--- src/include/div_config.svh ---
`ifndef DIV_CONFIG_SVH
`define DIV_CONFIG_SVH

// ****************************************
// divider sizing
// ****************************************

// operand and result width in bits.
`define DIV_XLEN 64

// one quotient bit is produced per step, so this equals the width.
`define DIV_STEPS 64

// the step counter must hold the value DIV_STEPS itself.
`define DIV_CNT_W 7

`endif

--- src/rtl/div_isa_pkg.sv ---
`include "div_config.svh"

package div_isa_pkg;

  // ****************************************
  // M extension divide operations
  // ****************************************

  // bit 0 marks a signed operation, bit 1 selects the remainder.
  typedef enum logic [1:0] {
    div_op_div  = 2'b01,
    div_op_divu = 2'b00,
    div_op_rem  = 2'b11,
    div_op_remu = 2'b10
  } div_op_e;

  // request as it arrives from the core together with in_valid.
  typedef struct packed {
    div_op_e               op;
    logic [`DIV_XLEN-1:0]  dividend;
    logic [`DIV_XLEN-1:0]  divisor;
  } div_req_t;

endpackage

--- src/rtl/div_dp_pkg.sv ---
`include "div_config.svh"

package div_dp_pkg;

  // ****************************************
  // decode to execute
  // ****************************************

  typedef struct packed {
    logic [`DIV_XLEN-1:0]  dividend_mag;
    logic [`DIV_XLEN-1:0]  divisor_mag;
    // the remainder takes the sign of the dividend.
    logic                  dividend_neg;
    logic                  quot_neg;
    logic                  want_rem;
    logic                  div_by_zero;
    logic                  overflow;
    // needed untouched as the remainder of a divide by zero.
    logic [`DIV_XLEN-1:0]  dividend_raw;
  } div_operands_t;

  // ****************************************
  // execute to result
  // ****************************************

  typedef struct packed {
    logic [`DIV_XLEN-1:0]  quot_mag;
    logic [`DIV_XLEN-1:0]  rem_mag;
    logic                  dividend_neg;
    logic                  quot_neg;
    logic                  want_rem;
    logic                  div_by_zero;
    logic                  overflow;
    logic [`DIV_XLEN-1:0]  dividend_raw;
  } div_raw_t;

endpackage

--- src/rtl/cla_64.sv ---
`timescale 1ns/1ps

module cla_64 (
  input  logic [63:0] a,
  input  logic [63:0] b,
  input  logic        cin,
  output logic [63:0] sum
);

  logic [63:0] g;
  logic [63:0] p;
  logic [63:0] c;
  logic [15:0] grp_g;
  logic [15:0] grp_p;
  logic [15:0] grp_c;
  logic [3:0]  blk_g;
  logic [3:0]  blk_p;
  logic [3:0]  blk_c;

  // carries c1..c4 of a 4-wide slice, returned as {c4, c3, c2, c1}.
  function automatic logic [3:0] la4(input logic [3:0] gi, input logic [3:0] pi,
                                     input logic c0);
    logic [3:0] co;
    co[0] = gi[0] | (pi[0] & c0);
    co[1] = gi[1] | (pi[1] & gi[0]) | (pi[1] & pi[0] & c0);
    co[2] = gi[2] | (pi[2] & gi[1]) | (pi[2] & pi[1] & gi[0]) |
            (pi[2] & pi[1] & pi[0] & c0);
    co[3] = gi[3] | (pi[3] & gi[2]) | (pi[3] & pi[2] & gi[1]) |
            (pi[3] & pi[2] & pi[1] & gi[0]) | (&pi & c0);
    return co;
  endfunction

  // slice generate in bit 1, slice propagate in bit 0.
  function automatic logic [1:0] gp4(input logic [3:0] gi, input logic [3:0] pi);
    logic gg;
    gg = gi[3] | (pi[3] & gi[2]) | (pi[3] & pi[2] & gi[1]) | (pi[3] & pi[2] & pi[1] & gi[0]);
    return {gg, &pi};
  endfunction

  assign g = a & b;
  assign p = a ^ b;

  always_comb begin
    logic [3:0] la_c;
    for (int k = 0; k < 16; k++) begin
      {grp_g[k], grp_p[k]} = gp4(g[4*k +: 4], p[4*k +: 4]);
    end
    for (int m = 0; m < 4; m++) begin
      {blk_g[m], blk_p[m]} = gp4(grp_g[4*m +: 4], grp_p[4*m +: 4]);
    end

    // carries into the four blocks of sixteen bits at the top level.
    la_c       = la4(blk_g, blk_p, cin);
    blk_c[0]   = cin;
    blk_c[3:1] = la_c[2:0];

    for (int m = 0; m < 4; m++) begin
      la_c              = la4(grp_g[4*m +: 4], grp_p[4*m +: 4], blk_c[m]);
      grp_c[4*m]        = blk_c[m];
      grp_c[4*m+1 +: 3] = la_c[2:0];
    end

    for (int k = 0; k < 16; k++) begin
      la_c          = la4(g[4*k +: 4], p[4*k +: 4], grp_c[k]);
      c[4*k]        = grp_c[k];
      c[4*k+1 +: 3] = la_c[2:0];
    end
  end

  assign sum = p ^ c;

endmodule

--- src/rtl/div_decode.sv ---
`timescale 1ns/1ps
`include "div_config.svh"

module div_decode import div_isa_pkg::*, div_dp_pkg::*; (
  input  div_req_t      req,
  output div_operands_t operands
);

  logic                 is_signed;
  logic                 is_rem;
  logic                 dividend_neg;
  logic                 divisor_neg;
  logic [`DIV_XLEN-1:0] dividend_abs;
  logic [`DIV_XLEN-1:0] divisor_abs;
  logic                 min_dividend;
  logic                 ones_divisor;

  assign is_signed = (req.op == div_op_div) || (req.op == div_op_rem);
  assign is_rem    = (req.op == div_op_rem) || (req.op == div_op_remu);

  // unsigned operands are never treated as negative.
  assign dividend_neg = is_signed && req.dividend[`DIV_XLEN-1];
  assign divisor_neg  = is_signed && req.divisor[`DIV_XLEN-1];

  always_comb begin
    if (dividend_neg) begin
      dividend_abs = ~req.dividend + 1'b1;
    end else begin
      dividend_abs = req.dividend;
    end
    if (divisor_neg) begin
      divisor_abs = ~req.divisor + 1'b1;
    end else begin
      divisor_abs = req.divisor;
    end
  end

  // the only signed quotient that does not fit is min / -1.
  assign min_dividend = (req.dividend == {1'b1, {(`DIV_XLEN-1){1'b0}}});
  assign ones_divisor = &req.divisor;

  always_comb begin
    operands.dividend_mag = dividend_abs;
    operands.divisor_mag  = divisor_abs;
    operands.dividend_neg = dividend_neg;
    operands.quot_neg     = dividend_neg ^ divisor_neg;
    operands.want_rem     = is_rem;
    operands.div_by_zero  = (req.divisor == '0);
    operands.overflow     = is_signed && min_dividend && ones_divisor;
    operands.dividend_raw = req.dividend;
  end

endmodule

--- src/rtl/div_iter.sv ---
`timescale 1ns/1ps
`include "div_config.svh"

module div_iter import div_dp_pkg::*; (
  input  logic          clk,
  input  logic          rst_n,
  input  logic          start,
  input  div_operands_t operands,
  input  logic          flush,
  output logic          busy,
  output logic          done,
  output div_raw_t      raw
);

  localparam int XLEN = `DIV_XLEN;

  // upper half is the low part of the partial remainder, lower half the
  // dividend bits still to shift in and the quotient bits shifted out.
  logic [2*XLEN-1:0]     rq;
  // the partial remainder needs one bit above the register to hold its sign.
  logic                  rem_sign;
  logic [XLEN-1:0]       div_neg;
  logic [`DIV_CNT_W-1:0] cnt;
  div_operands_t         ops_q;

  logic                  load;
  logic                  stepping;
  logic                  fixing;
  logic [XLEN-1:0]       add_a;
  logic [XLEN-1:0]       add_b;
  logic [XLEN-1:0]       add_sum;
  logic                  a_hi;
  logic                  b_hi;
  logic                  carry_msb;
  logic                  carry_out;
  logic                  sum_sign;

  assign load     = start && !busy && !flush;
  assign stepping = busy && (cnt != '0);
  assign fixing   = busy && (cnt == '0);

  // ****************************************
  // shared adder
  // ****************************************

  always_comb begin
    if (fixing) begin
      // a negative final remainder gets the divisor added back once.
      add_a = rq[2*XLEN-1:XLEN];
      add_b = ops_q.divisor_mag;
      a_hi  = rem_sign;
      b_hi  = 1'b0;
    end else begin
      add_a = {rq[2*XLEN-2:XLEN], rq[XLEN-1]};
      add_b = rem_sign ? ops_q.divisor_mag : div_neg;
      a_hi  = rq[2*XLEN-1];
      b_hi  = rem_sign ? 1'b0 : (|ops_q.divisor_mag);
    end
  end

  cla_64 add_i (
    .a   (add_a),
    .b   (add_b),
    .cin (1'b0),
    .sum (add_sum)
  );

  // rebuild the carry out of the msb so the sign bit can be formed.
  assign carry_msb = add_sum[XLEN-1] ^ add_a[XLEN-1] ^ add_b[XLEN-1];
  assign carry_out = (add_a[XLEN-1] & add_b[XLEN-1]) |
                     ((add_a[XLEN-1] ^ add_b[XLEN-1]) & carry_msb);
  assign sum_sign  = a_hi ^ b_hi ^ carry_out;

  // ****************************************
  // control
  // ****************************************

  always_ff @(posedge clk or negedge rst_n) begin
    if (!rst_n) begin
      busy <= 1'b0;
      cnt  <= '0;
      done <= 1'b0;
    end else if (flush) begin
      busy <= 1'b0;
      cnt  <= '0;
      done <= 1'b0;
    end else begin
      done <= 1'b0;
      if (load) begin
        busy <= 1'b1;
        cnt  <= `DIV_CNT_W'(`DIV_STEPS);
      end else if (stepping) begin
        cnt <= cnt - 1'b1;
      end else if (fixing) begin
        busy <= 1'b0;
        done <= 1'b1;
      end
    end
  end

  // ****************************************
  // datapath
  // ****************************************

  always_ff @(posedge clk) begin
    if (load) begin
      ops_q    <= operands;
      rq       <= {{XLEN{1'b0}}, operands.dividend_mag};
      rem_sign <= 1'b0;
      div_neg  <= ~operands.divisor_mag + 1'b1;
    end else if (stepping) begin
      // quotient bit is set when the new partial remainder is not negative.
      rem_sign <= sum_sign;
      rq       <= {add_sum, rq[XLEN-2:0], ~sum_sign};
    end else if (fixing) begin
      raw.quot_mag     <= rq[XLEN-1:0];
      raw.rem_mag      <= rem_sign ? add_sum : rq[2*XLEN-1:XLEN];
      raw.dividend_neg <= ops_q.dividend_neg;
      raw.quot_neg     <= ops_q.quot_neg;
      raw.want_rem     <= ops_q.want_rem;
      raw.div_by_zero  <= ops_q.div_by_zero;
      raw.overflow     <= ops_q.overflow;
      raw.dividend_raw <= ops_q.dividend_raw;
    end
  end

endmodule

--- src/rtl/div_result.sv ---
`timescale 1ns/1ps
`include "div_config.svh"

module div_result import div_dp_pkg::*; (
  input  logic                 clk,
  input  logic                 rst_n,
  input  logic                 done,
  input  div_raw_t             raw,
  input  logic                 flush,
  output logic                 out_valid,
  output logic [`DIV_XLEN-1:0] result
);

  logic [`DIV_XLEN-1:0] quot_val;
  logic [`DIV_XLEN-1:0] rem_val;
  logic [`DIV_XLEN-1:0] final_val;

  always_comb begin
    if (raw.quot_neg) begin
      quot_val = ~raw.quot_mag + 1'b1;
    end else begin
      quot_val = raw.quot_mag;
    end
    if (raw.dividend_neg) begin
      rem_val = ~raw.rem_mag + 1'b1;
    end else begin
      rem_val = raw.rem_mag;
    end

    // the ISA defines both special cases, so no trap is raised.
    if (raw.div_by_zero) begin
      quot_val = '1;
      rem_val  = raw.dividend_raw;
    end else if (raw.overflow) begin
      quot_val = {1'b1, {(`DIV_XLEN-1){1'b0}}};
      rem_val  = '0;
    end

    final_val = raw.want_rem ? rem_val : quot_val;
  end

  // result keeps its value until the next completed operation.
  always_ff @(posedge clk or negedge rst_n) begin
    if (!rst_n) begin
      out_valid <= 1'b0;
      result    <= '0;
    end else begin
      out_valid <= done && !flush;
      if (done && !flush) begin
        result <= final_val;
      end
    end
  end

endmodule

--- src/rtl/div_unit_top.sv ---
`timescale 1ns/1ps
`include "div_config.svh"

module div_unit_top import div_isa_pkg::*, div_dp_pkg::*; (
  input  logic                 clk,
  input  logic                 rst_n,
  input  logic                 in_valid,
  input  div_req_t             req,
  input  logic                 flush,
  output logic                 busy,
  output logic                 out_valid,
  output logic [`DIV_XLEN-1:0] result
);

  div_operands_t operands;
  div_raw_t      raw;
  logic          done;

  div_decode decode_i (
    .req      (req),
    .operands (operands)
  );

  // strobes that arrive while busy is high are dropped here.
  div_iter iter_i (
    .clk      (clk),
    .rst_n    (rst_n),
    .start    (in_valid),
    .operands (operands),
    .flush    (flush),
    .busy     (busy),
    .done     (done),
    .raw      (raw)
  );

  div_result result_i (
    .clk       (clk),
    .rst_n     (rst_n),
    .done      (done),
    .raw       (raw),
    .flush     (flush),
    .out_valid (out_valid),
    .result    (result)
  );

endmodule

--- config.mk ---
export PLATFORM = sky130hd
export DESIGN_NAME = div_unit_top
export DESIGN_NICKNAME = d
export VERILOG_FILES = /design/src/rtl/div_isa_pkg.sv /design/src/rtl/div_dp_pkg.sv /design/src/rtl/cla_64.sv /design/src/rtl/div_decode.sv /design/src/rtl/div_iter.sv /design/src/rtl/div_result.sv /design/src/rtl/div_unit_top.sv
export VERILOG_INCLUDE_DIRS = /design/src /design/src/include
export SDC_FILE = /design/constraint.sdc
export NUM_CORES = 1
export LEC_CHECK = 0
export BUFFER_PORTS_ARGS = -buffer_cell sky130_fd_sc_hd__buf_2
export CORE_ASPECT_RATIO = 1.2
export CORE_MARGIN = 5
export CORE_UTILIZATION = 30
export DETAILED_ROUTE_END_ITERATION = 7
export HOLD_SLACK_MARGIN = 0.05
export PLACE_DENSITY = 0.48
export SYNTH_ARGS = -nofsm -noshare
export SYNTH_HDL_FRONTEND = slang
export SYNTH_SLANG_ARGS = --single-unit
export TNS_END_PERCENT = 10
--- constraint.sdc ---
create_clock -name clk -period 9.3 [get_ports clk]
set_input_delay 0.465 -clock clk [delete_from_list [all_inputs] [get_ports clk]]
set_output_delay 0.465 -clock clk [all_outputs]
set_load 0.005 [all_outputs]
---- After elaboration in Yosys (flattened, before gate mapping) ----
Cells that the tools add are included.
storage, ports and cells
  output and inout bits ................... 66
  word-level logic and storage cells ...... 558
  bits in registers ....................... 597
  input bits .............................. 134
operators by class
  add/subtract/negate cells ............... 6
  reductions and logical operators ........ 39
  equal/unequal tests ..................... 5
  multiplexer cells ....................... 29
  bitwise operators ....................... 455
operators with widths
  kind                   count
  $mux 64                15
  $add 64x1->64 const B  5
  $not 64->64            5
  $and 1x1->1            266
  $or 1x1->1             172
  $xor 64x64->64         2
  $eq 64x64->1 const B   1
  $logic_not 64->1       1
  $reduce_and 64->1      1
  $reduce_or 64->1       1
  $and 63x63->63         1
  $reduce_and 4->1       14
  $reduce_and 16->1      2
  $mux 7                 3
  $mux 1                 11
  $logic_and 1x1->1      9
  $logic_not 7->1        1
  $reduce_bool 7->1      1
  $sub 7x1->7 const B    1
  $reduce_bool 3->1      2
  $xor 1x1->1            6
  $eq 2x2->1 const B     2
  $ne 3x2->1 const B     1
  $not 1->1              3
  other kinds (6)        8

---- Logic depth before layout (Yosys ltp) ----
  depth in word-level cells ............... 28
  gate-level depth with buffers ........... 23
  gate-level depth less buffers ........... 21

---- Cells and area by module ----
A second synthesis with hierarchy kept.
second synthesis, totals
  cell total of the unflattened synthesis .. 3,292
  area, all modules ....................... 33,917.5 µm²
by module, submodules not included
  module      area each (µm²)  sequential area each (µm²)  cells an instance  instances
  div_iter    20,877.5         15,249.6                    1,552              1
  div_result  6,478.7          1,626.6                     829                1
  div_decode  3,682.3          0.0                         560                1
  cla_64      2,879.0          0.0                         351                1

---- Worst setup path before layout ----
Ideal clock, no wire load.
  kind .................................... register to register
  start point ............................. register iter_i.cnt[3]
  end point ............................... register, netlist name iter_i.raw[129]
  setup time .............................. 260 ps
  arrival ................................. 9,592 ps
  cell stages (with the launch flop) ...... 21
  buffers on the path ..................... 2
  period minus slack after synthesis ...... 9,852 ps
  setup slack ............................. -552 ps
  cells stage by stage .................... dfrtp_1 nor2_1 nand4b_1 inv_1 nand2_1 inv_1 buf_1 buf_1 nand2_1 nand2_1 ha_1 a21o_1 a21o_1 a21oi_1 o21ai_0 a21oi_1 o31ai_1 a41o_1 a21o_1 fa_1 mux2_2
between the ends
  word-level cells in the longest chain between the ends .. 19
  elaborated cells between the ends (all ways) .. 179
  classes of those cells .................. mux: 3; bitwise: 160; reduce/logical: 16
RTL lines
  element                                                         RTL line                    text
  start: declaration                                              div_iter.sv:23              logic [`DIV_CNT_W-1:0] cnt;
  start signal: assignment                                        div_iter.sv:91              cnt <= `DIV_CNT_W'(`DIV_STEPS);
  start signal: assignment                                        div_iter.sv:93              cnt <= cnt - 1'b1;
  $logic_not 7->1 (*)                                             div_iter.sv:40              assign fixing = busy && (cnt == '0);
  $logic_and 1x1->1 (*)                                           div_iter.sv:40
  $mux 64                                                         div_iter.sv:47              if (fixing) begin
  $xor 64x64->64 / $and 63x63->63 (equally long branches)         cla_64.sv:41, cla_64.sv:40
  $and 1x1->1                                                     n/a
  $or 1x1->1 / $and 1x1->1 (equally long branches) (2 in series)  n/a
  $or 1x1->1                                                      n/a
  $and 1x1->1                                                     n/a
  $or 1x1->1 (3 in series)                                        n/a
  $and 1x1->1                                                     cla_64.sv:26                co[2] = gi[2] | (pi[2] & gi[1]) | (pi[2] & pi[1] & gi[0]) |
  $or 1x1->1 (2 in series)                                        cla_64.sv:26
  $and 1x1->1                                                     cla_64.sv:27                (pi[2] & pi[1] & pi[0] & c0);
  $or 1x1->1                                                      cla_64.sv:26
  $xor 64x64->64 (*)                                              cla_64.sv:70                assign sum = p ^ c;
  named net iter_i.add_i.sum[60]                                  cla_64.sv:7                 output logic [63:0] sum
  $mux 64 (*)                                                     div_iter.sv:117             raw.rem_mag <= rem_sign ? add_sum : rq[2*XLEN-1:XLEN];
Mark *: on every way through the listed nets, which the timed path passes. The rest lies on a longest branch.
A chain may end at the register's enable or synchronous reset.

---- Final worst setup path ----
  start point ............................. register iter_i.cnt[0]
  end point ............................... register, netlist name iter_i.raw[129]
between the ends
  word-level cells in the longest chain between the ends .. 19
  elaborated cells between the ends (all ways) .. 179
  classes of those cells .................. mux: 3; bitwise: 160; reduce/logical: 16
RTL lines
  element                                                         RTL line
  $logic_not 7->1 (*)                                             div_iter.sv:40
  $logic_and 1x1->1 (*)                                           div_iter.sv:40
  $mux 64                                                         div_iter.sv:47
  $xor 64x64->64 / $and 63x63->63 (equally long branches)         cla_64.sv:41, cla_64.sv:40
  $and 1x1->1                                                     n/a
  $or 1x1->1 / $and 1x1->1 (equally long branches) (2 in series)  n/a
  $or 1x1->1                                                      n/a
  $and 1x1->1                                                     n/a
  $or 1x1->1 (3 in series)                                        n/a
  $and 1x1->1                                                     cla_64.sv:26
  $or 1x1->1 (2 in series)                                        cla_64.sv:26
  $and 1x1->1                                                     cla_64.sv:27
  $or 1x1->1                                                      cla_64.sv:26
  $xor 64x64->64 (*)                                              cla_64.sv:70
  named net iter_i.add_i.sum[60]                                  cla_64.sv:7
  $mux 64 (*)                                                     div_iter.sv:117
Marked as above.

==> results.ini <==
[timing]
rsz0062_at_grt=false
slew_viol_final=0
min_period_over_period_pct=70.3
fmax_mhz=153
fin_worst_skew_ns=0.0245
period_needed_ns=6.54
hold_viol_final=0
finalWorstSetupSlack_ns=2.76
setup_violations=0
worst_pin_slew_ns=1.07
slew_headroom_pct=27.8

[die]
dieHeight_um=375
core_um2=110000
initial_core_util_pct=30.3
io-pin-count=200
design.die.area_um2=118000
die_w_um=314
num_rows=133

[cells_and_area]
nNetsFinal=3617
diodes=0
area_delta_synth_final_pct=14.7
drive_above_1_share_pct=14.8
n_fill_cell=11200
design_area_um2=38200

[logic_synthesis]
synthesis.area_um2=33300
synth_async_sr_flop_share_pct=12.4
synth_area_per_cell_um2=10.3
synthesis.nets=3460
yosys_warnings=0
synth-seq-cells=596
synth_edf_count=457
yosysSeqAreaShare_pct=50.7
ys.flop_type=edfxtp_1
netlist_instances=3240
yosys-top-cells-area=edfxtp_1 (41%), xnor2_1 (5.6%), dfrtp_1 (5.6%)
synth_cell_type_count=80
synthTopCellsByCount=nand2_1 (473), edfxtp_1 (457), o21ai_0 (235), xnor2_1 (212), nor2_1 (209)
yosys.area.top_type=edfxtp_1
yosysMostFrequentCell=nand2_1
synth_top_area_share_pct=41.3

[clock_network]
clk_pin_slew_ns=0.06
htreeDepth=3
cts_tree=done
postCtsSetupBuffers=0
clockBufferDepth=3
insertion_delay_ns=0.62
numClockSinks=596
clock-root-buffer=clkbuf_16
cts-buffers-inserted=66

[placed_design]
place_ws_ns=2.64
dp.final_hpwl_um=76000
placed_cell_area_um2=35800
io_buffers=199
gp_congestion=0.850

[global_routing]
gr-usage-met2_pct=27.3
grt_usage_pct=17.2
grt_pass1_vias=24700
grtUsageMet1_pct=24.1
grt_busiest_layer=met2
grt_pass1_wl_um=158000
met3_usage_pct=2.62
globalRoute.totalOverflow=0
antenna_found_initial=2
grt_max_degree=91

[setup_path]
cp.required_ns=9.65
crit_arrival_ns=6.89
worstSetupPathType=flop to flop
r2r_slack_ns=2.76
crit_path_end_kind=flop
slowest_delay_ns=0.79
worstPathCellList=inv_1, ha_1, nand4b_1, inv_1, nand2_2, inv_8, nor2_4, mux2_2, ha_1, nand4_1, nor3_1, nand4_1, o32ai_1, o211ai_1, and2_1, o31ai_1, a41o_1, a21o_1, fa_1, mux2_2
critPathMaxFanout=90
cp_slowest_cell=nor2_4
start_kind=flop

[pwr]
p_leak_nw=13.8
p_per_area_nw_per_um2=322
peakVddDrop_uv=183

[routing]
ant_nets=0
wl_um=104000
firstDrtPassIters=5
vias=24900
via_per_inst=5.13
route.detailed.drc=0
wl_per_cell_um=21.4
first_iter_violations=1930

[flow_run]
maxCapViolations=0

[outcome]
status=finished clean

[hold_path]
min_path_type=primary input to flop

area by class of cell:
| class | count | area [µm²] | share of cell area [%] |
|---|---|---|---|
| Multi-Input combinational cell | 2381 | 15400 | 40.4 |
| Sequential cell | 596 | 16900 | 44.2 |
| Clock buffer | 91 | 1860 | 4.86 |
| Clock inverter | 30 | 345 | 0.905 |
| Tap cell | 1417 | 1770 | 4.65 |
| Inverter | 91 | 357 | 0.934 |
| Timing Repair Buffer | 261 | 1510 | 3.97 |
per-stage QoR:
step           instances  total power [mW]  util (%)  setup TNS [ns]  hold WS (ns)
2_1_floorplan       3240              8.04         -         -0.0422         0.169
3_3_place_gp        4726              9.62      32.6               0         0.401
3_5_place_dp        4726              9.65      32.6               0         0.405
4_1_cts             4867              12.4      34.7               0        0.0516
5_1_grt             4867              13.1      34.7               0        0.0689
6_report            4867              12.3      34.7               0        0.0904
worst max-delay path: cells and delay by family, from the launching register on:
kind	cells	cell delay, ns
flops	1	0.40
compound gates	5	1.76
mux	2	0.72
simple gates	7	1.96
buf+inv	3	0.38
fa+ha+maj	3	1.03
timing repair:
action | 4_1_cts | 5_1_grt
endpoints found under the hold margin | 48 | 0
hold buffers | 20 | 0
gates resized for setup | 0 | 0
layout by cell type (no fill, tap or decap), types with 19 or more instances in the layout:
cell	Yosys	routed
o41ai_1	30	30
a31oi_1	43	43
ha_1	70	70
or3_1	37	37
edfxtp_1	457	457
nor2_1	209	205
inv_1	90	86
dfrtp_1	74	74
a21o_1	19	19
dlygate4sd3_1	0	20
nor4_1	64	64
nor3_1	59	59
mux2_2	116	116
dfxtp_1	65	64
nand3_1	74	74
a22o_1	22	22
o31ai_1	56	56
a21oi_1	134	134
buf_2	2	198
nand2_1	473	470
xnor2_1	212	212
o22ai_1	26	26
xor2_1	140	140
buf_4	0	43
or4_1	38	38
nand4_1	50	50
o21ai_0	235	235
nand2b_1	25	24
clkbuf_16	0	66
registers in the layout (all words and copies together) (netlist names):
name / count
iter_i.div_neg: 63
iter_i.busy: 1
iter_i.rq: 128
result_i.out_valid: 1
iter_i.raw: 197
result_i.result: 64
iter_i.cnt: 7
iter_i.ops_q: 133
iter_i.done: 1
iter_i.rem_sign: 1
final timing paths:
path,from,endpoint,depth (start not counted)
setup / recovery,iter_i.cnt[0],iter_i.raw[129],20
hold / removal,req[80],iter_i.ops_q[16],1
setup reg to reg,iter_i.cnt[0],iter_i.raw[129],20
hold reg to reg,iter_i.ops_q[4],iter_i.raw[4],0
max in group asynchronous,rst_n,result_i.result[7],3
min in group asynchronous,rst_n,result_i.result[48],2
where the power goes:
| part | switching (mW) | internal, mW |
|---|---|---|
| Combinational | 3.10 | 1.96 |
| Clock | 1.13 | 1.53 |
| Sequential | 0.602 | 3.95 |
| Total | 4.84 | 7.44 |
cells by family after synthesis:
logic type               after synthesis  synth area share, %
AO/OA/AOI/OAI                        671                 12.6
XOR/XNOR                             352                 9.27
adder cells (fa/ha/maj)               86                 3.60
buffers and inverters                263                 2.98
flip-flops                           596                 50.7
multiplexers                         125                 4.20
AND/OR/NAND/NOR                     1147                 16.6
layer usage:
metal  vias up  routed length (µm)
li1      12200                   -
met3       141                5230
met4         2                3420
met2       642               47000
met5         -                  10
met1     12000               48500
Note: power is estimated with default switching activity, not from simulation.
